===== src/shell_pkg.sv =====
////////////////////////////////////////////////////////////
// shared widths and the UART capture address
// AXI4-Lite response codes
// bridge and target state encodings
////////////////////////////////////////////////////////////

package shell_pkg;

    ////////////////////////////////////////////////////////////
    // widths

    // byte address
    localparam int ADDR_W = 32;
    // data word
    localparam int DATA_W = 32;
    // one strobe per byte lane
    localparam int BE_W = DATA_W / 8;

    // write here shows up as a console byte
    // sits above the default scratch range
    localparam logic [ADDR_W-1:0] UART_ADDR = 32'h0000_1000;

    ////////////////////////////////////////////////////////////
    // encodings

    // only the two codes the target can return
    typedef enum logic [1:0] {
        OKAY   = 2'b00,
        SLVERR = 2'b10
    } axil_resp_t;

    // request to bus bridge
    typedef enum logic [1:0] {
        BR_IDLE = 2'd0,
        BR_ADDR = 2'd1,
        BR_RESP = 2'd2,
        BR_DONE = 2'd3
    } bridge_state_t;

    // slow target model
    typedef enum logic [1:0] {
        SL_IDLE    = 2'd0,
        SL_COUNT   = 2'd1,
        SL_RESPOND = 2'd2
    } slave_state_t;

endpackage


===== src/axil_if.sv =====
////////////////////////////////////////////////////////////
// AXI4-Lite bus, single beats only
// master and slave views
////////////////////////////////////////////////////////////

interface axil_if import shell_pkg::*; ();

    // read address
    logic [ADDR_W-1:0] araddr;
    logic              arvalid;
    logic              arready;

    // read data
    logic [DATA_W-1:0] rdata;
    axil_resp_t        rresp;
    logic              rvalid;
    logic              rready;

    // write address and data, presented together by the bridge
    logic [ADDR_W-1:0] awaddr;
    logic              awvalid;
    logic              awready;
    logic [DATA_W-1:0] wdata;
    logic [BE_W-1:0]   wstrb;
    logic              wvalid;
    logic              wready;

    // write response
    axil_resp_t        bresp;
    logic              bvalid;
    logic              bready;

    modport master (
        output araddr, arvalid, rready, awaddr, awvalid, wdata, wstrb, wvalid, bready,
        input  arready, rdata, rresp, rvalid, awready, wready, bresp, bvalid
    );

    modport slave (
        input  araddr, arvalid, rready, awaddr, awvalid, wdata, wstrb, wvalid, bready,
        output arready, rdata, rresp, rvalid, awready, wready, bresp, bvalid
    );

endinterface


===== src/req_if.sv =====
////////////////////////////////////////////////////////////
// tagged request/response link, arbiter to bridge
////////////////////////////////////////////////////////////

interface req_if import shell_pkg::*; ();

    // request, tag is the requester port number
    logic              valid;
    logic              ready;
    logic              rnw;
    logic [ADDR_W-1:0] addr;
    logic [BE_W-1:0]   be;
    logic [DATA_W-1:0] wdata;
    logic              tag;

    // response, tag steers it back
    logic              rsp_valid;
    logic              rsp_ready;
    logic              rsp_tag;
    logic [DATA_W-1:0] rdata;
    logic              rsp_err;

    modport arb (
        output valid, rnw, addr, be, wdata, tag, rsp_ready,
        input  ready, rsp_valid, rsp_tag, rdata, rsp_err
    );

    modport bridge (
        input  valid, rnw, addr, be, wdata, tag, rsp_ready,
        output ready, rsp_valid, rsp_tag, rdata, rsp_err
    );

endinterface


===== src/req_to_axil.sv =====
////////////////////////////////////////////////////////////
// request to AXI4-Lite bridge
// one transaction in flight, result returned with its tag
////////////////////////////////////////////////////////////

module req_to_axil
    import shell_pkg::*;
(
    input  logic clk,
    input  logic rst,
    req_if.bridge up,
    axil_if.master bus
);

    bridge_state_t state;

    // latched request
    logic              rnw_q;
    logic [ADDR_W-1:0] addr_q;
    logic [BE_W-1:0]   be_q;
    logic [DATA_W-1:0] wdata_q;
    logic              tag_q;

    // captured result
    logic [DATA_W-1:0] rdata_q;
    logic              err_q;

    // address phase done on the bus
    logic addr_done;

    assign addr_done = rnw_q ? (bus.arvalid & bus.arready)
                             : (bus.awvalid & bus.awready & bus.wvalid & bus.wready);

    ////////////////////////////////////////////////////////////
    // state machine

    always_ff @(posedge clk) begin
        if (rst) begin
            state <= BR_IDLE;
        end else begin
            case (state)
                BR_IDLE: begin
                    if (up.valid) begin
                        state <= BR_ADDR;
                    end
                end
                // stalls here while the target is busy
                BR_ADDR: begin
                    if (addr_done) begin
                        state <= BR_RESP;
                    end
                end
                BR_RESP: begin
                    if ((bus.rvalid && bus.rready) || (bus.bvalid && bus.bready)) begin
                        state <= BR_DONE;
                    end
                end
                // held until the requester takes it
                BR_DONE: begin
                    if (up.rsp_ready) begin
                        state <= BR_IDLE;
                    end
                end
                default: state <= BR_IDLE;
            endcase
        end
    end

    // request capture on accept
    always_ff @(posedge clk) begin
        if (state == BR_IDLE && up.valid) begin
            rnw_q   <= up.rnw;
            addr_q  <= up.addr;
            be_q    <= up.be;
            wdata_q <= up.wdata;
            tag_q   <= up.tag;
        end
    end

    // result capture, writes return zero data
    always_ff @(posedge clk) begin
        if (bus.rvalid && bus.rready) begin
            rdata_q <= bus.rdata;
            err_q   <= (bus.rresp == SLVERR);
        end else if (bus.bvalid && bus.bready) begin
            rdata_q <= '0;
            err_q   <= (bus.bresp == SLVERR);
        end
    end

    ////////////////////////////////////////////////////////////
    // outputs

    assign up.ready     = (state == BR_IDLE);
    assign up.rsp_valid = (state == BR_DONE);
    assign up.rsp_tag   = tag_q;
    assign up.rdata     = rdata_q;
    assign up.rsp_err   = err_q;

    // read or combined address and write
    assign bus.arvalid = (state == BR_ADDR) & rnw_q;
    assign bus.awvalid = (state == BR_ADDR) & ~rnw_q;
    assign bus.wvalid  = (state == BR_ADDR) & ~rnw_q;
    assign bus.araddr  = addr_q;
    assign bus.awaddr  = addr_q;
    assign bus.wdata   = wdata_q;
    assign bus.wstrb   = be_q;

    assign bus.rready = (state == BR_RESP) & rnw_q;
    assign bus.bready = (state == BR_RESP) & ~rnw_q;

endmodule


===== src/flat_wrapper.sv =====
// flat-port wrapper written by rule: the top's interface ports become plain ports
module req_to_axil_flat import shell_pkg::*;
  (clk, rst, up_valid, up_rnw, up_addr, up_be, up_wdata, up_tag, up_rsp_ready, up_ready, up_rsp_valid, up_rsp_tag, up_rdata, up_rsp_err, bus_araddr, bus_arvalid, bus_rready, bus_awaddr, bus_awvalid, bus_wdata, bus_wstrb, bus_wvalid, bus_bready, bus_arready, bus_rdata, bus_rresp, bus_rvalid, bus_awready, bus_wready, bus_bresp, bus_bvalid);
  req_if up_i ();
  axil_if bus_i ();
  input  logic clk;
  input  logic rst;
  input wire logic [$bits(up_i.valid)-1:0] up_valid;
  input wire logic [$bits(up_i.rnw)-1:0] up_rnw;
  input wire logic [$bits(up_i.addr)-1:0] up_addr;
  input wire logic [$bits(up_i.be)-1:0] up_be;
  input wire logic [$bits(up_i.wdata)-1:0] up_wdata;
  input wire logic [$bits(up_i.tag)-1:0] up_tag;
  input wire logic [$bits(up_i.rsp_ready)-1:0] up_rsp_ready;
  output wire logic [$bits(up_i.ready)-1:0] up_ready;
  output wire logic [$bits(up_i.rsp_valid)-1:0] up_rsp_valid;
  output wire logic [$bits(up_i.rsp_tag)-1:0] up_rsp_tag;
  output wire logic [$bits(up_i.rdata)-1:0] up_rdata;
  output wire logic [$bits(up_i.rsp_err)-1:0] up_rsp_err;
  output wire logic [$bits(bus_i.araddr)-1:0] bus_araddr;
  output wire logic [$bits(bus_i.arvalid)-1:0] bus_arvalid;
  output wire logic [$bits(bus_i.rready)-1:0] bus_rready;
  output wire logic [$bits(bus_i.awaddr)-1:0] bus_awaddr;
  output wire logic [$bits(bus_i.awvalid)-1:0] bus_awvalid;
  output wire logic [$bits(bus_i.wdata)-1:0] bus_wdata;
  output wire logic [$bits(bus_i.wstrb)-1:0] bus_wstrb;
  output wire logic [$bits(bus_i.wvalid)-1:0] bus_wvalid;
  output wire logic [$bits(bus_i.bready)-1:0] bus_bready;
  input wire logic [$bits(bus_i.arready)-1:0] bus_arready;
  input wire logic [$bits(bus_i.rdata)-1:0] bus_rdata;
  input wire logic [$bits(bus_i.rresp)-1:0] bus_rresp;
  input wire logic [$bits(bus_i.rvalid)-1:0] bus_rvalid;
  input wire logic [$bits(bus_i.awready)-1:0] bus_awready;
  input wire logic [$bits(bus_i.wready)-1:0] bus_wready;
  input wire logic [$bits(bus_i.bresp)-1:0] bus_bresp;
  input wire logic [$bits(bus_i.bvalid)-1:0] bus_bvalid;
  assign up_i.valid = up_valid;
  assign up_i.rnw = up_rnw;
  assign up_i.addr = up_addr;
  assign up_i.be = up_be;
  assign up_i.wdata = up_wdata;
  assign up_i.tag = up_tag;
  assign up_i.rsp_ready = up_rsp_ready;
  assign up_ready = up_i.ready;
  assign up_rsp_valid = up_i.rsp_valid;
  assign up_rsp_tag = up_i.rsp_tag;
  assign up_rdata = up_i.rdata;
  assign up_rsp_err = up_i.rsp_err;
  assign bus_araddr = bus_i.araddr;
  assign bus_arvalid = bus_i.arvalid;
  assign bus_rready = bus_i.rready;
  assign bus_awaddr = bus_i.awaddr;
  assign bus_awvalid = bus_i.awvalid;
  assign bus_wdata = bus_i.wdata;
  assign bus_wstrb = bus_i.wstrb;
  assign bus_wvalid = bus_i.wvalid;
  assign bus_bready = bus_i.bready;
  assign bus_i.arready = bus_arready;
  assign bus_i.rdata = bus_rdata;
  assign bus_i.rresp = bus_rresp;
  assign bus_i.rvalid = bus_rvalid;
  assign bus_i.awready = bus_awready;
  assign bus_i.wready = bus_wready;
  assign bus_i.bresp = bus_bresp;
  assign bus_i.bvalid = bus_bvalid;
  req_to_axil u_core (.clk(clk), .rst(rst), .up(up_i), .bus(bus_i));
endmodule

===== config.mk =====
export PLATFORM = sky130hd
export DESIGN_NAME = req_to_axil_flat
export DESIGN_NICKNAME = d
export VERILOG_FILES = /design/src/shell_pkg.sv /design/src/axil_if.sv /design/src/req_if.sv /design/src/req_to_axil.sv /design/src/flat_wrapper.sv
export SDC_FILE = /design/constraint.sdc
export NUM_CORES = 1
export LEC_CHECK = 0
export BUFFER_PORTS_ARGS = -buffer_cell sky130_fd_sc_hd__buf_2
export CAP_MARGIN = 20
export CORE_ASPECT_RATIO = 0.6
export CORE_MARGIN = 4
export CORE_UTILIZATION = 42
export CTS_BUF_LIST = sky130_fd_sc_hd__clkbuf_8 sky130_fd_sc_hd__clkbuf_16
export DETAILED_ROUTE_END_ITERATION = 10
export PLACE_DENSITY_LB_ADDON = 0.3
export SLEW_MARGIN = 20
export SYNTH_ARGS = -nofsm -noshare
export SYNTH_HDL_FRONTEND = slang
export SYNTH_SLANG_ARGS = --single-unit

===== constraint.sdc =====
create_clock -name clk -period 3.9 [get_ports clk]
set_clock_uncertainty 0.05 [all_clocks]
set_input_delay 0.585 -clock clk [delete_from_list [all_inputs] [get_ports clk]]
set_output_delay 0.585 -clock clk [all_outputs]
set_load 0.02 [all_outputs]

==> metrics.txt, run 1 <==
setup bufs post-CTS 0; Pwr per Cell Area 674 nW/µm²; clock-pin slew on the worst setup and hold paths 0.07 ns; final setup fails 0; Post-Synth Adder-Cell Area 1.31%; Area growth syn-to-layout 38.7%; 1st-iter DRT viols 156; wire per inst 17.1 µm; Crit path buffers/inverters 2; num rows 26; gr usage total 16.6%; FF-to-FF End u_core.up.rdata[15]$_SDFFCE_PN0P_; f_max 469 MHz; FF+latch count, synth 105; Synth Instances 204; Placer Congestion 0.810; Clk Latency, worst-skew pair 0.33 ns; Post-synth EDFFs 103; IO Pins 256; CTS tree built; Die W 131 µm; Mapped Area 3830 µm²; post-route ant nets 0; grt ovf 0; mux contribution to synthesized area 0.914%; Synth Area in Simple Gates 7.22%; Setup WS pre-CTS 1.77 ns; startpoint types flop; Final Cycle Share 54.6%; CTS Hold Bufs 0; Slew headroom 38.2%; total power draw 3.58 mW; most common flop cell mapped by yosys edfxtp_1; WS Path Type flop to flop; Hold Fails Final Rpt 0; setup ws final 1.77 ns; fraction of layout cells with a size suffix above 1 63.1%; CP endpoint kind flop; htree depth 3; global-route wire length before repair 13.3 mm; Num CTS Buffers 9; ys async rst share 0%; Residual DRC 0; Mapped Avg Cell Area 18.8 µm²; post-synthesis sequential area ratio 81.7%; Reg-to-Reg Start u_core.state[0]$_SDFFE_PP0P_; VDD IR max 0.340 mV; # nets final 553; vias per cell 4.46; xor/xnor share of the synthesized area 0%; CP required 3.83 ns; hpwl dp 7.26 mm; Hold Crit Class input port to flop; RSZ-0062 raised after global routing no; vias in the first global route 2498; fin crit period 2.13 ns; max-cap violations 0; Least-Margin Pin Slew 0.927 ns; largest net degree at the start of global routing 71; DIE HEIGHT 82.0 µm; compound-cell area share of the yosys netlist 1.47%; status completed; Fin Setup TNS 0 ns; static leakage 2.39 nW; IO Port Bufs 255; initial antenna violation count 3; core box area 8690 µm²; die area 10800 µm²; Worst setup endpoint u_core.up.rdata[15]$_SDFFCE_PN0P_; Cell variety after synth 22; CP max FO 35; Reg2Reg Depth 5; Vias 2461; clk buf depth 2; CP peak stage delay 0.51 ns; Crit. path cell count 5; TritonRoute pass-1 iters 4; CP top delay family simple AND/OR/NAND/NOR gates; Ys Warns 0; aggregate routed wire length 9.44 mm; R2R setup slack 1.77 ns; syn_nets 323; beginning of the critical path u_core.state[0]$_SDFFE_PP0P_; cell area after layout 5320 µm²; Finished Core Util 61.2%; CTS Sinks 105; Starting Density 44.1%; combinational family with the most area after synthesis buffers and inverters; CTS resizes 0; Crit-path slowest cell and3_2; worst-path cell chain inv_1 > ha_1 > and3_2 > a21o_1 > buf_4; Root Driver clkbuf_16; crit path DAT 2.06 ns; Final Slew Violations 0; Area after DPL 5000 µm²
how the worst min path moves through the flow:
stage | to | cells after the start | start | slack [ns]
after floorplan | u_core.state[1]$_SDFFE_PP0P_ | 2 | u_core.state[1]$_SDFFE_PP0P_ | 0.43
after global placement | u_core.state[1]$_SDFFE_PP0P_ | 2 | u_core.state[1]$_SDFFE_PP0P_ | 0.45
after detailed placement | u_core.state[1]$_SDFFE_PP0P_ | 2 | u_core.state[1]$_SDFFE_PP0P_ | 0.47
after CTS | u_core.bus.araddr[7]$_DFFE_PP_ | 1 | up_addr[7] | 0.36
after global routing | u_core.bus.wdata[25]$_DFFE_PP_ | 1 | up_wdata[25] | 0.34
final | u_core.bus.wdata[25]$_DFFE_PP_ | 1 | up_wdata[25] | 0.37
synth_stat cells (2+ instances only):
| cell type | count | area (µm²) |
|---|---|---|
| and2_1 | 33 | 206 |
| and2_2 | 2 | 15.0 |
| and2b_2 | 2 | 17.5 |
| buf_4 | 33 | 248 |
| clkbuf_1 | 4 | 15.0 |
| dfxtp_1 | 2 | 40.0 |
| edfxtp_1 | 103 | 3090 |
| ha_1 | 4 | 50.1 |
| inv_1 | 5 | 18.8 |
| mux2i_1 | 2 | 20.0 |
| nand2b_1 | 3 | 18.8 |
cells by family (layout without fill, tap and decap cells):
family	Yosys count	after routing
and+or+nand+nor	43	43
muxes	3	3
DFF	105	105
AOI/OAI and AO/OA	7	7
other	0	1
adders and majority gates	4	4
buffers and inverters	42	277
stage by stage:
step | hold WS, ns | std cells
3_5_place_dp | 0.468 | 535
5_1_grt | 0.344 | 552
3_3_place_gp | 0.450 | 535
4_1_cts | 0.356 | 551
2_1_floorplan | 0.434 | 204
6_report | 0.369 | 552
area by class of cell:
cell class / instances / area, µm²
Antenna cell: 1 / 2.50
Clock buffer: 10 / 239
Clock inverter: 6 / 78.8
Fill cell: 678 / 3370
Inverter: 5 / 18.8
Multi-Input combinational cell: 57 / 420
Sequential cell: 105 / 3130
Tap cell: 112 / 140
Timing Repair Buffer: 256 / 1280
power by group:
part	total [mW]	internal (mW)	leakage, nW	switching, mW
Combinational	1.01	0.303	1.24	0.711
Sequential	1.62	1.55	0.985	0.0751
Clock	0.948	0.573	0.162	0.375
routing by layer:
layer / GRT usage (%) / share of wire [%] / wire length [µm]
met1: 17.1 / 35 / 3270
met2: 29.1 / 52 / 4880
met3: 10.0 / 13 / 1190
met4: 4.72 / 0.83 / 78
met5: 0 / 0.21 / 20
cells in the final DEF, fill, tap and decap left out, drive strengths merged:
cell	netlist	routed
bufinv	0	2
a211oi	1	1
a21o	1	1
and2	35	35
mux2	1	1
diode	0	1
ha	4	4
nand3b	1	1
nand2b	3	3
mux2i	2	2
nand2	1	1
a21oi	1	1
o22ai	1	1
clkbuf	4	10
a221oi	1	1
and3	1	1
dfxtp	2	2
and2b	2	2
buf	33	256
inv	5	8
edfxtp	103	103
clkinvlp	0	1
a221o	1	1
o21ai	1	1
sequential cells by signal, indices dropped and copies added, names as in the netlist:
| signal | cells |
|---|---|
| u_core.bus.araddr | 32 |
| u_core.state | 2 |
| u_core.up.rsp_err | 1 |
| u_core.up.rsp_tag | 1 |
| u_core.bus.wstrb | 4 |
| u_core.up.rdata | 32 |
| u_core.rnw_q | 1 |
| u_core.bus.wdata | 32 |
worst reg2reg max path, cell delays in order (launching register included):
cell and delay [ns]:
dfxtp_1 0.33, inv_1 0.11, ha_1 0.26, and3_2 0.51
a21o_1 0.13, buf_4 0.37
Note: power is estimated with default switching activity, not from simulation.
==> run 2, diff against run 1 <==
- CORE_UTILIZATION: 42 -> 38
- clock period: 3.9 -> 1.8 ns (I/O delays scaled with it)
==> run 2 against run 1 <==
Net effect: critical path depth down 1; sequential power up 120%; flip-flop and latch count unchanged; sequential share of layout area down 0.60 points; largest cell class unchanged; highest routed layer unchanged.
==> metrics.txt, run 2 (synthesis results as in run 1) <==
status completed; CTS Hold Bufs 0; Final Slew Violations 0; # nets final 555; initial antenna violation count 1; htree depth 3; Least-Margin Pin Slew 0.416 ns; VDD IR max 0.953 mV; setup bufs post-CTS 0; IO Port Bufs 255; crit path DAT 1.37 ns; TritonRoute pass-1 iters 4; Residual DRC 0; Hold Crit Class input port to flop; WS Path Type flop to output port; CTS Sinks 105; vias per cell 4.22; grt ovf 0; IO Pins 256; Hold Fails Final Rpt 0; global-route wire length before repair 13.2 mm; CP endpoint kind output port; Antenna diodes 0; num rows 28; Seq pwr share 45.0%; CP required 1.48 ns; Die W 138 µm; core box area 9840 µm²; Num CTS Buffers 9; aggregate routed wire length 9.23 mm; final setup fails 0; Int Pwr 5.26 mW; f_max 591 MHz; CP max FO 5; max-cap violations 0; Pwr per Cell Area 1450 nW/µm²; startpoint types flop; Placer Congestion 0.711; die area 11800 µm²; Clk Latency, worst-skew pair 0.33 ns; Area growth syn-to-layout 40.2%; net switching fraction of the power 32.5%; clock-pin slew on the worst setup and hold paths 0.07 ns; Starting Density 38.9%; Vias 2426; clk buf depth 2; most common cell after layout, fill and taps aside buf_2; post-route ant nets 0; hpwl dp 7.27 mm; CTS tree built; Clock power frac 26.0%; non-filler cells, final 575; largest net degree at the start of global routing 55; Root Driver clkbuf_16; DIE HEIGHT 85.8 µm; fin crit period 1.69 ns; gr usage total 15.3%; vias in the first global route 2487; CTS resizes 0; sw power 2.53 mW; Fin Setup TNS 0 ns; fraction of layout cells with a size suffix above 1 63.9%; 1st-iter DRT viols 84; placed insts 560; Gate power share 29.1%; Slew headroom 72.3%; Final Cycle Share 94.0%; commonest cells after routing, fill and taps aside 255 x buf_2, 103 x edfxtp_1, 32 x and2_1, 9 x clkbuf_16, 6 x inv_1; wire per inst 16.0 µm; static leakage 2.39 nW; total power draw 7.78 mW; RSZ-0062 raised after global routing no
-- run 2: final timing paths --
path / start / to / slack, ns / depth (start not counted)
max reg2reg: u_core.state[0]$_SDFFE_PP0P_ / u_core.up.rdata[15]$_SDFFCE_PN0P_ / 0.12 / 4
min reg2reg: u_core.state[1]$_SDFFE_PP0P_ / u_core.state[1]$_SDFFE_PP0P_ / 0.47 / 2
min: up_wdata[4] / u_core.bus.wdata[4]$_DFFE_PP_ / 0.05 / 1
max: u_core.state[0]$_SDFFE_PP0P_ / bus_bready / 0.11 / 4
-- run 2: through the flow --
step	utilization, %	cell area, µm²	hold WS (ns)	setup slack [ns]
after floorplan	-	3840	0.286	0.000945
after global placement	51.4	5060	0.396	0.161
after detailed placement	51.4	5060	0.398	0.0906
after CTS	54.5	5370	0.0410	0.0371
after global routing	54.6	5370	0.0310	0.0119
final	54.6	5370	0.0536	0.108
-- run 2: critical path, cell delays in order (launching register included) --
cell and delay [ns]:
dfxtp_1 0.36, inv_1 0.09, ha_2 0.22, and2b_2 0.21, buf_2 0.16
-- run 2: final cells by class --
type                            instances  area [µm²]
Multi-Input combinational cell         57         430
Fill cell                             840        4470
Sequential cell                       105        3130
Inverter                                5        18.8
Clock buffer                            9         225
Clock inverter                          6        83.8
Timing Repair Buffer                  258        1310
Tap cell                              135         169
-- run 2: per-layer routing --
| layer | part of all wire (%) | track usage (%) | wire length [µm] |
|---|---|---|---|
| met5 | 0.13 | 0 | 12 |
| met1 | 36 | 16.9 | 3340 |
| met3 | 13 | 8.50 | 1200 |
| met4 | 0.37 | 3.80 | 34 |
| met2 | 50 | 25.6 | 4640 |
-- run 2: power by group through the flow --
| stage | Sequential [mW] | Clock [mW] | Combinational (mW) |
|---|---|---|---|
| 2_1_floorplan | 4.14 | 0 | 0.984 |
| 3_3_place_gp | 3.54 | 0 | 2.28 |
| 3_5_place_dp | 3.55 | 0 | 2.30 |
| 4_1_cts | 3.51 | 2.08 | 2.31 |
| 5_1_grt | 3.56 | 2.20 | 2.43 |
| 6_report | 3.50 | 2.02 | 2.26 |
