===== src/shell_pkg.sv =====
////////////////////////////////////////////////////////////
// shared widths and the UART capture address
// AXI4-Lite response codes
// bridge and target state encodings
////////////////////////////////////////////////////////////

package shell_pkg;

    ////////////////////////////////////////////////////////////
    // widths

    // byte address
    localparam int ADDR_W = 32;
    // data word
    localparam int DATA_W = 32;
    // one strobe per byte lane
    localparam int BE_W = DATA_W / 8;

    // write here shows up as a console byte
    // sits above the default scratch range
    localparam logic [ADDR_W-1:0] UART_ADDR = 32'h0000_1000;

    ////////////////////////////////////////////////////////////
    // encodings

    // only the two codes the target can return
    typedef enum logic [1:0] {
        OKAY   = 2'b00,
        SLVERR = 2'b10
    } axil_resp_t;

    // request to bus bridge
    typedef enum logic [1:0] {
        BR_IDLE = 2'd0,
        BR_ADDR = 2'd1,
        BR_RESP = 2'd2,
        BR_DONE = 2'd3
    } bridge_state_t;

    // slow target model
    typedef enum logic [1:0] {
        SL_IDLE    = 2'd0,
        SL_COUNT   = 2'd1,
        SL_RESPOND = 2'd2
    } slave_state_t;

endpackage


===== src/req_if.sv =====
////////////////////////////////////////////////////////////
// tagged request/response link, arbiter to bridge
////////////////////////////////////////////////////////////

interface req_if import shell_pkg::*; ();

    // request, tag is the requester port number
    logic              valid;
    logic              ready;
    logic              rnw;
    logic [ADDR_W-1:0] addr;
    logic [BE_W-1:0]   be;
    logic [DATA_W-1:0] wdata;
    logic              tag;

    // response, tag steers it back
    logic              rsp_valid;
    logic              rsp_ready;
    logic              rsp_tag;
    logic [DATA_W-1:0] rdata;
    logic              rsp_err;

    modport arb (
        output valid, rnw, addr, be, wdata, tag, rsp_ready,
        input  ready, rsp_valid, rsp_tag, rdata, rsp_err
    );

    modport bridge (
        input  valid, rnw, addr, be, wdata, tag, rsp_ready,
        output ready, rsp_valid, rsp_tag, rdata, rsp_err
    );

endinterface


===== src/req_arbiter.sv =====
////////////////////////////////////////////////////////////
// round-robin arbiter for two requester ports
// responses routed back by tag
////////////////////////////////////////////////////////////

module req_arbiter
    import shell_pkg::*;
(
    input  logic              clk,
    input  logic              rst,

    // requester port 0
    input  logic              p0_req_valid,
    output logic              p0_req_ready,
    input  logic              p0_rnw,
    input  logic [ADDR_W-1:0] p0_addr,
    input  logic [BE_W-1:0]   p0_be,
    input  logic [DATA_W-1:0] p0_wdata,
    output logic              p0_rsp_valid,
    input  logic              p0_rsp_ready,
    output logic [DATA_W-1:0] p0_rdata,
    output logic              p0_rsp_err,

    // requester port 1
    input  logic              p1_req_valid,
    output logic              p1_req_ready,
    input  logic              p1_rnw,
    input  logic [ADDR_W-1:0] p1_addr,
    input  logic [BE_W-1:0]   p1_be,
    input  logic [DATA_W-1:0] p1_wdata,
    output logic              p1_rsp_valid,
    input  logic              p1_rsp_ready,
    output logic [DATA_W-1:0] p1_rdata,
    output logic              p1_rsp_err,

    // shared link to the bridge
    req_if.arb                down
);

    // port granted on the last accepted request
    logic last_grant;
    // port that wins this cycle
    logic grant_sel;

    ////////////////////////////////////////////////////////////
    // request side

    // tie goes to the port not served last time
    always_comb begin
        if (p0_req_valid && p1_req_valid) begin
            grant_sel = ~last_grant;
        end else begin
            grant_sel = p1_req_valid;
        end
    end

    assign down.valid = p0_req_valid | p1_req_valid;
    assign down.tag   = grant_sel;
    assign down.rnw   = grant_sel ? p1_rnw   : p0_rnw;
    assign down.addr  = grant_sel ? p1_addr  : p0_addr;
    assign down.be    = grant_sel ? p1_be    : p0_be;
    assign down.wdata = grant_sel ? p1_wdata : p0_wdata;

    // only the winner sees ready
    assign p0_req_ready = down.ready & p0_req_valid & ~grant_sel;
    assign p1_req_ready = down.ready & p1_req_valid & grant_sel;

    // start with port 0 favoured
    always_ff @(posedge clk) begin
        if (rst) begin
            last_grant <= 1'b1;
        end else if (down.valid && down.ready) begin
            last_grant <= grant_sel;
        end
    end

    ////////////////////////////////////////////////////////////
    // response side

    assign p0_rsp_valid = down.rsp_valid & ~down.rsp_tag;
    assign p1_rsp_valid = down.rsp_valid & down.rsp_tag;

    // payload shared, valid qualifies it
    assign p0_rdata   = down.rdata;
    assign p1_rdata   = down.rdata;
    assign p0_rsp_err = down.rsp_err;
    assign p1_rsp_err = down.rsp_err;

    assign down.rsp_ready = down.rsp_tag ? p1_rsp_ready : p0_rsp_ready;

endmodule


===== src/flat_wrapper.sv =====
// flat-port wrapper written by rule: the top's interface ports become plain ports
module req_arbiter_flat import shell_pkg::*;
  (clk, rst, p0_req_valid, p0_req_ready, p0_rnw, p0_addr, p0_be, p0_wdata, p0_rsp_valid, p0_rsp_ready, p0_rdata, p0_rsp_err, p1_req_valid, p1_req_ready, p1_rnw, p1_addr, p1_be, p1_wdata, p1_rsp_valid, p1_rsp_ready, p1_rdata, p1_rsp_err, down_valid, down_rnw, down_addr, down_be, down_wdata, down_tag, down_rsp_ready, down_ready, down_rsp_valid, down_rsp_tag, down_rdata, down_rsp_err);
  req_if down_i ();
  input  logic clk;
  input  logic rst;
  input  logic p0_req_valid;
  output logic p0_req_ready;
  input  logic p0_rnw;
  input  logic [ADDR_W-1:0] p0_addr;
  input  logic [BE_W-1:0] p0_be;
  input  logic [DATA_W-1:0] p0_wdata;
  output logic p0_rsp_valid;
  input  logic p0_rsp_ready;
  output logic [DATA_W-1:0] p0_rdata;
  output logic p0_rsp_err;
  input  logic p1_req_valid;
  output logic p1_req_ready;
  input  logic p1_rnw;
  input  logic [ADDR_W-1:0] p1_addr;
  input  logic [BE_W-1:0] p1_be;
  input  logic [DATA_W-1:0] p1_wdata;
  output logic p1_rsp_valid;
  input  logic p1_rsp_ready;
  output logic [DATA_W-1:0] p1_rdata;
  output logic p1_rsp_err;
  output wire logic [$bits(down_i.valid)-1:0] down_valid;
  output wire logic [$bits(down_i.rnw)-1:0] down_rnw;
  output wire logic [$bits(down_i.addr)-1:0] down_addr;
  output wire logic [$bits(down_i.be)-1:0] down_be;
  output wire logic [$bits(down_i.wdata)-1:0] down_wdata;
  output wire logic [$bits(down_i.tag)-1:0] down_tag;
  output wire logic [$bits(down_i.rsp_ready)-1:0] down_rsp_ready;
  input wire logic [$bits(down_i.ready)-1:0] down_ready;
  input wire logic [$bits(down_i.rsp_valid)-1:0] down_rsp_valid;
  input wire logic [$bits(down_i.rsp_tag)-1:0] down_rsp_tag;
  input wire logic [$bits(down_i.rdata)-1:0] down_rdata;
  input wire logic [$bits(down_i.rsp_err)-1:0] down_rsp_err;
  assign down_valid = down_i.valid;
  assign down_rnw = down_i.rnw;
  assign down_addr = down_i.addr;
  assign down_be = down_i.be;
  assign down_wdata = down_i.wdata;
  assign down_tag = down_i.tag;
  assign down_rsp_ready = down_i.rsp_ready;
  assign down_i.ready = down_ready;
  assign down_i.rsp_valid = down_rsp_valid;
  assign down_i.rsp_tag = down_rsp_tag;
  assign down_i.rdata = down_rdata;
  assign down_i.rsp_err = down_rsp_err;
  req_arbiter u_core (.clk(clk), .rst(rst), .p0_req_valid(p0_req_valid), .p0_req_ready(p0_req_ready), .p0_rnw(p0_rnw), .p0_addr(p0_addr), .p0_be(p0_be), .p0_wdata(p0_wdata), .p0_rsp_valid(p0_rsp_valid), .p0_rsp_ready(p0_rsp_ready), .p0_rdata(p0_rdata), .p0_rsp_err(p0_rsp_err), .p1_req_valid(p1_req_valid), .p1_req_ready(p1_req_ready), .p1_rnw(p1_rnw), .p1_addr(p1_addr), .p1_be(p1_be), .p1_wdata(p1_wdata), .p1_rsp_valid(p1_rsp_valid), .p1_rsp_ready(p1_rsp_ready), .p1_rdata(p1_rdata), .p1_rsp_err(p1_rsp_err), .down(down_i));
endmodule

===== config.mk =====
export PLATFORM = sky130hd
export DESIGN_NAME = req_arbiter_flat
export DESIGN_NICKNAME = d
export VERILOG_FILES = /design/src/shell_pkg.sv /design/src/req_if.sv /design/src/req_arbiter.sv /design/src/flat_wrapper.sv
export SDC_FILE = /design/constraint.sdc
export NUM_CORES = 1
export LEC_CHECK = 0
export BUFFER_PORTS_ARGS = -buffer_cell sky130_fd_sc_hd__buf_4
export CORE_AREA = 2 2 127 129
export DETAILED_ROUTE_END_ITERATION = 8
export DIE_AREA = 0 0 129 131
export PLACE_DENSITY_LB_ADDON = 0.25
export SLEW_MARGIN = 0
export SYNTH_ARGS = -nofsm -noshare
export SYNTH_HDL_FRONTEND = slang
export SYNTH_SLANG_ARGS = --single-unit

===== constraint.sdc =====
create_clock -name clk -period 3.85 [get_ports clk]
set_input_delay 0.385 -clock clk [delete_from_list [all_inputs] [get_ports clk]]
set_output_delay 0.385 -clock clk [all_outputs]
set_load 0.005 [all_outputs]

==> flow_summary.json, run 1 <==
{
  "cp-end-kind": "primary output",
  "max_freq_mhz": 490,
  "grt_max_degree": 40,
  "mappedNetlistArea_mm2": 0.00144,
  "setup_tns_ps": 0,
  "seq_area_frac_synth_pct": 1.39,
  "synth_warnings": 0,
  "crit_path_cell_trace": "buf_4 -> a21boi_4 -> buf_4 -> mux2_2 -> buf_4",
  "die_area_mm2": 0.0169,
  "finalHoldViolations": 0,
  "fin_nets": 486,
  "max_stage_delay_ps": 430,
  "clock_skew_ps": 0,
  "dr.first_iter.drc_count": 24,
  "fin_crit_sh_pct": 53.0,
  "largest-register": "u_core.last_grant",
  "grt_pass1_vias": 1550,
  "cts_setup_buffers": 0,
  "drtAntennaViolNets": 0,
  "overflow": 0,
  "worstMarginPinSlew_ps": 492,
  "die_h_um": 131,
  "top_regs": "u_core.last_grant x1",
  "die_w_um": 129,
  "routed_wl_um": 6400,
  "final-setup-viol-count": 0,
  "largest_reg_flops": 1,
  "fp-row-count": 46,
  "cp.arrival_ps": 1660,
  "rsz0062_at_grt": "false",
  "crit_buf_inv": 3,
  "place_hpwl_um": 5670,
  "drive_gt1_share_pct": 95.4,
  "final_common_cell": "buf_4",
  "clk_latency_ps": 0,
  "syn_area_per_cell_um2": 9.43,
  "port_buffers": 222,
  "clk_pin_slew_worst_paths_ps": 0,
  "gp_congestion": 0.681,
  "instances_no_fill": 520,
  "leakage_nw": 1.38,
  "wire_per_inst_um": 12.3,
  "status": "finished, final reports clean",
  "maxSlewHeadroom_pct": 67.2,
  "vias_per_cell": 3.13,
  "start_util_pct": 9.25,
  "areaGrowthSynthToFinish_pct": 96.0,
  "cap_violations": 0,
  "crit_required_ps": 3460,
  "vdd_drop_max_mv": 0.0509,
  "antenna_cells": 0,
  "finalCriticalPeriod_ps": 2040,
  "pwr_density_cell_mw_per_mm2": 120,
  "ios": 322,
  "grt_pass1_wl_um": 7870,
  "cpMostUsedCell": "buf_4",
  "synth_seq_cells": 1,
  "syn-num-nets": 333,
  "core_area_mm2": 0.0156,
  "worst_path_max_delay_cell": "buf_4",
  "hp-class": "flip-flop to flip-flop",
  "remaining_drc_errors": 0,
  "layout_common_cells": "buf_4 (224), mux2_2 (64), mux2_1 (6)",
  "critPathMaxFanout": 39,
  "cts_hold_buffers": 0,
  "path_class": "primary input to primary output",
  "path_delay_family": "buffers and inverters",
  "grt.total_usage_pct": 5.85,
  "post-place-cells": 520,
  "cts_resized": 0,
  "syn-instance-count": 153,
  "antenna_found_initial": 0,
  "vias": 1628,
  "drt_first_pass_iters": 3,
  "synth_cell_type_count": 12,
  "start_kind": "primary input",
  "drv_slew": 0
}
-- worst register-to-register path, stage by stage, from the launching register on --
cell	delay, ps
dfxtp_1	380
nor2b_1	80
a221o_1	290
-- per-stage QoR --
step	worst slack, ps	instance area, um2	hold WS (ps)	utilization, %	power, mW
3_5_place_dp	1780	2830	580	18.1	0.344
5_1_grt	1730	2830	606	18.1	0.365
2_1_floorplan	2240	1440	490	-	0.181
3_3_place_gp	1800	2830	565	18.1	0.343
6_report	1810	2830	591	18.1	0.339
4_1_cts	1780	2830	583	18.1	0.346
-- path summary, 6_finish.rpt --
check	slack, ps	start	to	depth (start not counted)
min reg2reg	590	u_core.last_grant$_SDFFE_PP1P_	u_core.last_grant$_SDFFE_PP1P_	1
max reg2reg	2970	u_core.last_grant$_SDFFE_PP1P_	u_core.last_grant$_SDFFE_PP1P_	2
min	590	u_core.last_grant$_SDFFE_PP1P_	u_core.last_grant$_SDFFE_PP1P_	1
max	1810	p0_req_valid	down_wdata[20]	5
-- where the power goes --
part           switching, mW  leakage [nW]  internal, mW
clock network              0             0             0
logic                 0.0945          1.37         0.232
registers            0.00102       0.00831        0.0114
-- cells in the mapped netlist --
cell type	number	area share (%)
buf_6	5	3.9
buf_4	68	35
a221o_1	1	0.69
or2_2	1	0.43
mux2_2	64	50
nand2_1	1	0.26
dfxtp_1	1	1.4
a21boi_4	1	1.3
and2_1	2	0.87
nor2_1	1	0.26
mux2_1	6	4.7
nor2b_1	2	0.87
-- area by class of cell --
class                           instances  area [um2]
Fill cell                            1790       12800
Tap cell                              216         270
Sequential cell                         1        20.0
Multi-Input combinational cell         79         856
Timing Repair Buffer                  224        1680
-- metal layers --
layer  track usage [%]  wire length (um)  vias up  part of all wire, %
li1                  -                 -      768                    -
met3              1.79               845       15                   13
met5                 0                 0        -                    0
met2              12.0              3360      140                   53
met4              1.34               103        0                  1.6
met1              5.71              2090      705                   33
-- cell families after synthesis --
logic type	count (synthesis)	synth area share (%)
and+or+nand+nor	7	2.69
DFF	1	1.39
AOI/OAI and AO/OA	2	1.99
buffers and inverters	73	39.3
muxes	70	54.6
Power figures use the tool's default switching activity.
==> inputs of run 2 (changes only) <==
--- a/config.mk
+++ b/config.mk
@@ -6,9 +6,9 @@
 export NUM_CORES = 1
 export LEC_CHECK = 0
 export BUFFER_PORTS_ARGS = -buffer_cell sky130_fd_sc_hd__buf_4
-export CORE_AREA = 2 2 127 129
+export CORE_AREA = 2 2 124 126
 export DETAILED_ROUTE_END_ITERATION = 8
-export DIE_AREA = 0 0 129 131
+export DIE_AREA = 0 0 126 128
 export PLACE_DENSITY_LB_ADDON = 0.25
 export SLEW_MARGIN = 0
 export SYNTH_ARGS = -nofsm -noshare
==> constraint.sdc (replaced) <==
create_clock -name clk -period 1.95 [get_ports clk]
set_input_delay 0.195 -clock clk [delete_from_list [all_inputs] [get_ports clk]]
set_output_delay 0.195 -clock clk [all_outputs]
set_load 0.005 [all_outputs]
==> run 2 against run 1 <==
Net effect: routed wire length shrank 15%; final cell count decreased by 5.6%; register-to-register slack got worse by 1900 ps; sequential share of layout area hardly changed; core utilization up 0.69 points; largest cell class unchanged.
==> flow_summary.json, run 2 (synthesis results as in run 1) <==
{
  "leakage_nw": 1.38,
  "cts_hold_buffers": 0,
  "grt_pass1_vias": 1643,
  "hp-class": "primary input to primary output",
  "placed_area_mm2": 0.00280,
  "drt_first_pass_iters": 2,
  "largest-register": "u_core.last_grant",
  "vdd_drop_max_mv": 0.0664,
  "core_area_mm2": 0.0149,
  "die_area_mm2": 0.0161,
  "rsz0062_at_grt": "false",
  "use_met1_pct": 5.98,
  "crit_buf_inv": 3,
  "critPathMaxFanout": 71,
  "overflow": 0,
  "cpMostUsedCell": "buf_4",
  "worst_path_max_delay_cell": "mux2_2",
  "fin_nets": 485,
  "areaGrowthSynthToFinish_pct": 93.9,
  "grt_max_degree": 72,
  "path_delay_family": "buffers and inverters",
  "max_stage_delay_ps": 390,
  "drv_slew": 0,
  "wire_per_inst_um": 11.1,
  "fp-row-count": 45,
  "busiest_layer": "met2",
  "cts_setup_buffers": 0,
  "postLayoutCellArea_mm2": 0.00280,
  "die_h_um": 128,
  "max_freq_mhz": 626,
  "largest_reg_flops": 1,
  "start_kind": "primary input",
  "vias_per_cell": 3.33,
  "finalCriticalPeriod_ps": 1600,
  "vias": 1633,
  "clk_latency_ps": 0,
  "ios": 322,
  "remaining_drc_errors": 0,
  "fin_crit_sh_pct": 82.0,
  "pwr_density_cell_mw_per_mm2": 237,
  "layout_common_cells": "buf_4 (222), mux2_2 (64), mux2_1 (6)",
  "final-setup-viol-count": 0,
  "crit_required_ps": 1750,
  "fin_ws_ps": 351,
  "grt_use_met2_pct": 10.6,
  "start_util_pct": 9.71,
  "antenna_found_initial": 0,
  "drive_gt1_share_pct": 95.4,
  "cap_violations": 0,
  "gp_congestion": 0.696,
  "port_buffers": 222,
  "grt_pass1_wl_um": 7710,
  "drtAntennaViolNets": 0,
  "cts_resized": 0,
  "final_common_cell": "buf_4",
  "cp-end-kind": "primary output",
  "grt.total_usage_pct": 5.59,
  "path_class": "primary input to primary output",
  "status": "finished, final reports clean",
  "setup_tns_ps": 0,
  "cp.arrival_ps": 1400,
  "maxSlewHeadroom_pct": 74.8,
  "top_regs": "u_core.last_grant x1",
  "routed_wl_um": 5460,
  "antenna_cells": 0,
  "clock_skew_ps": 0,
  "finalHoldViolations": 0,
  "met3_usage_pct": 1.67,
  "crit_path_cell_trace": "buf_4 -> a21boi_4 -> buf_12 -> mux2_2 -> buf_4",
  "die_w_um": 126,
  "dr.first_iter.drc_count": 12,
  "dp_slack_ps": 344,
  "worstMarginPinSlew_ps": 378,
  "place_hpwl_um": 4790
}
[run 2: changes by cell type in the layout (fill, tap and decap cells not counted)]
| cell | change |
|---|---|
| buf_12 | +1 |
| buf_4 | -2 |
[run 2: worst register-to-register path: cells and delay by family, from the launching register on]
family	cells	cell delay [ps]
and+or+nand+nor	1	80
AOI/OAI and AO/OA	1	290
DFF	1	370
[run 2: power breakdown]
| group | total [mW] | internal, mW | switching, mW |
|---|---|---|---|
| sequential | 0.0242 | 0.0224 | 0.00173 |
| clock | 0 | 0 | 0 |
| combinational | 0.639 | 0.459 | 0.179 |
[run 2: area by class of cell]
class | instances | area, um2
Sequential cell | 1 | 20.0
Timing Repair Buffer | 223 | 1690
Tap cell | 188 | 235
Fill cell | 1639 | 12100
Multi-Input combinational cell | 79 | 856
[run 2: path summary, 6_finish.rpt]
check	from	end	slack, ps	cells after the start
max	p0_req_valid	down_wdata[24]	350	5
min	down_rdata[27]	p0_rdata[27]	390	0
max reg2reg	u_core.last_grant$_SDFFE_PP1P_	u_core.last_grant$_SDFFE_PP1P_	1090	2
min reg2reg	u_core.last_grant$_SDFFE_PP1P_	u_core.last_grant$_SDFFE_PP1P_	570	1
[run 2: metrics by stage]
step	hold WS [ps]	instances	power, mW	utilization, %
final	390	491	0.663	18.8
after global routing	390	491	0.714	18.8
after CTS	390	491	0.674	18.8
after detailed placement	390	491	0.672	18.8
after global placement	390	491	0.670	18.8
after floorplan	300	153	0.356	-
[run 2: layer usage]
metal	share of wire, %	wire, um	up-vias
met5	0	0	-
met4	2.0	109	0
met3	14	771	19
met2	51	2760	150
met1	33	1820	703
li1	-	-	761
==> inputs of run 3 (changes only) <==
--- a/config.mk
+++ b/config.mk
@@ -6,9 +6,9 @@
 export NUM_CORES = 1
 export LEC_CHECK = 0
 export BUFFER_PORTS_ARGS = -buffer_cell sky130_fd_sc_hd__buf_4
-export CORE_AREA = 2 2 124 126
+export CORE_AREA = 2 2 126 128
 export DETAILED_ROUTE_END_ITERATION = 8
-export DIE_AREA = 0 0 126 128
+export DIE_AREA = 0 0 128 130
 export PLACE_DENSITY_LB_ADDON = 0.25
 export SLEW_MARGIN = 0
 export SYNTH_ARGS = -nofsm -noshare
==> constraint.sdc (replaced) <==
create_clock -name clk -period 1.3 [get_ports clk]
set_input_delay 0.13 -clock clk [delete_from_list [all_inputs] [get_ports clk]]
set_output_delay 0.13 -clock clk [all_outputs]
set_load 0.005 [all_outputs]
==> run 3 against run 2 <==
Net effect: the flow now finishes with violations (setup timing); first-iteration DRC count is 75% higher; clock skew stayed put; global-route usage is 1.2 points higher; sequential power increased by 50%.
==> flow_summary.json, run 3 (synthesis results as in run 1) <==
{
  "leakage_nw": 1.86,
  "gp_congestion": 0.684,
  "final-setup-viol-count": 69,
  "port_buffers": 222,
  "vias_per_cell": 3.49,
  "core_area_mm2": 0.0154,
  "worst_path_max_delay_cell": "mux2_2",
  "hold_start": "down_rdata[16]",
  "setup_tns_ps": -6050,
  "fin_ws_ps": -115,
  "cp-end-kind": "primary output",
  "grt_pass1_vias": 1737,
  "clk_pin_slew_worst_paths_ps": 0,
  "antenna_found_initial": 0,
  "final_common_cell": "buf_4",
  "drive_gt1_share_pct": 97.8,
  "violations": "setup timing",
  "final_util_pct": 23.4,
  "finalCriticalPeriod_ps": 1410,
  "layout_common_cells": "buf_4 (158), buf_6 (67), mux2_4 (66)",
  "multi_input_area_mm2": 0.00110,
  "areaGrowthSynthToFinish_pct": 150,
  "cap_violations": 0,
  "grt_max_degree": 25,
  "vdd_drop_max_mv": 0.115,
  "place_hpwl_um": 5890,
  "cp.arrival_ps": 1280,
  "fin_nets": 500,
  "drt_first_pass_iters": 3,
  "antenna_cells": 0,
  "clk_latency_ps": 0,
  "rsz0062_at_grt": "true",
  "drtAntennaViolNets": 0,
  "register_area_um2": 21.3,
  "dr.first_iter.drc_count": 21,
  "die_h_um": 130,
  "fin_crit_sh_pct": 109,
  "crit_required_ps": 1170,
  "maxSlewHeadroom_pct": 89.2,
  "remaining_drc_errors": 0,
  "pwr_density_cell_mw_per_mm2": 407,
  "crit_start": "u_core.last_grant$_SDFFE_PP1P_",
  "crit_path_cell_trace": "a21boi_4 -> buf_12 -> buf_16 -> mux2_2 -> buf_4",
  "start_util_pct": 9.35,
  "fill_cells": 1661,
  "crit_buf_inv": 3,
  "overflow": 0,
  "critPathMaxFanout": 8,
  "routed_wl_um": 8180,
  "vias": 1782,
  "path_delay_family": "buffers and inverters",
  "drv_slew": 0,
  "max_freq_mhz": 707,
  "fp-row-count": 46,
  "finalHoldViolations": 0,
  "max_stage_delay_ps": 330,
  "ios": 322,
  "worstMarginPinSlew_ps": 162,
  "largest-register": "u_core.last_grant",
  "wire_per_inst_um": 16.0,
  "largest_reg_flops": 1,
  "grt_pass1_wl_um": 9020,
  "hp-class": "primary input to primary output",
  "top_regs": "u_core.last_grant x1",
  "clock_skew_ps": 0,
  "status": "finished with violations",
  "die_w_um": 128,
  "path_class": "flip-flop to primary output",
  "r2r_start": "u_core.last_grant$_SDFFE_PP1P_",
  "die_area_mm2": 0.0166,
  "grt.total_usage_pct": 6.80,
  "start_kind": "flip-flop"
}
run 3: worst register-to-register path, stage by stage (launching register included):
cell	delay (ps)
dfxtp_2	330
buf_4	110
nor2b_1	40
a221o_1	290
run 3: per-layer routing:
metal	GRT usage [%]	share of wire (%)	up-vias
li1	-	-	793
met2	13.8	53	152
met5	0	0	-
met4	0.840	0.76	0
met1	7.07	35	821
met3	2.01	10	16
run 3: layout make-up:
cell class	count	share of cell area, %
timing repair buffer	238	62.1
multi-input combinational	79	30.6
tap	192	6.66
sequential	1	0.590
run 3: timing repair:
item | in CTS | in global routing
setup endpoints to repair | 69 | 69
gates cloned | 2 | 8
pin swaps | 1 | 1
resized for setup | 6 | 136
hold buffers | 0 | 0
hold endpoints to repair | 0 | 0
setup buffers | 2 | 0
run 3: worst paths after layout:
check	depth (start not counted)	end	slack, ps
max reg2reg	3	u_core.last_grant$_SDFFE_PP1P_	400
min reg2reg	2	u_core.last_grant$_SDFFE_PP1P_	600
min	0	p0_rdata[16]	260
max	5	down_addr[7]	-110
run 3: stage by stage:
stage          cell area [um2]  power [mW]  hold WS, ps  setup slack, ps  instances
2_1_floorplan             1440       0.535          235             18.4        153
3_3_place_gp              2840        1.04          260             -140        498
3_5_place_dp              2840        1.04          260             -170        498
4_1_cts                   2920        1.10          260             -166        502
5_1_grt                   3610        1.55          260             -175        510
6_report                  3610        1.47          260             -115        510
run 3: report_power, final:
group	leakage, nW	switching, mW	internal, mW
sequential	0.00800	0.00229	0.0341
combinational	1.85	0.408	1.02
clock	0	0	0
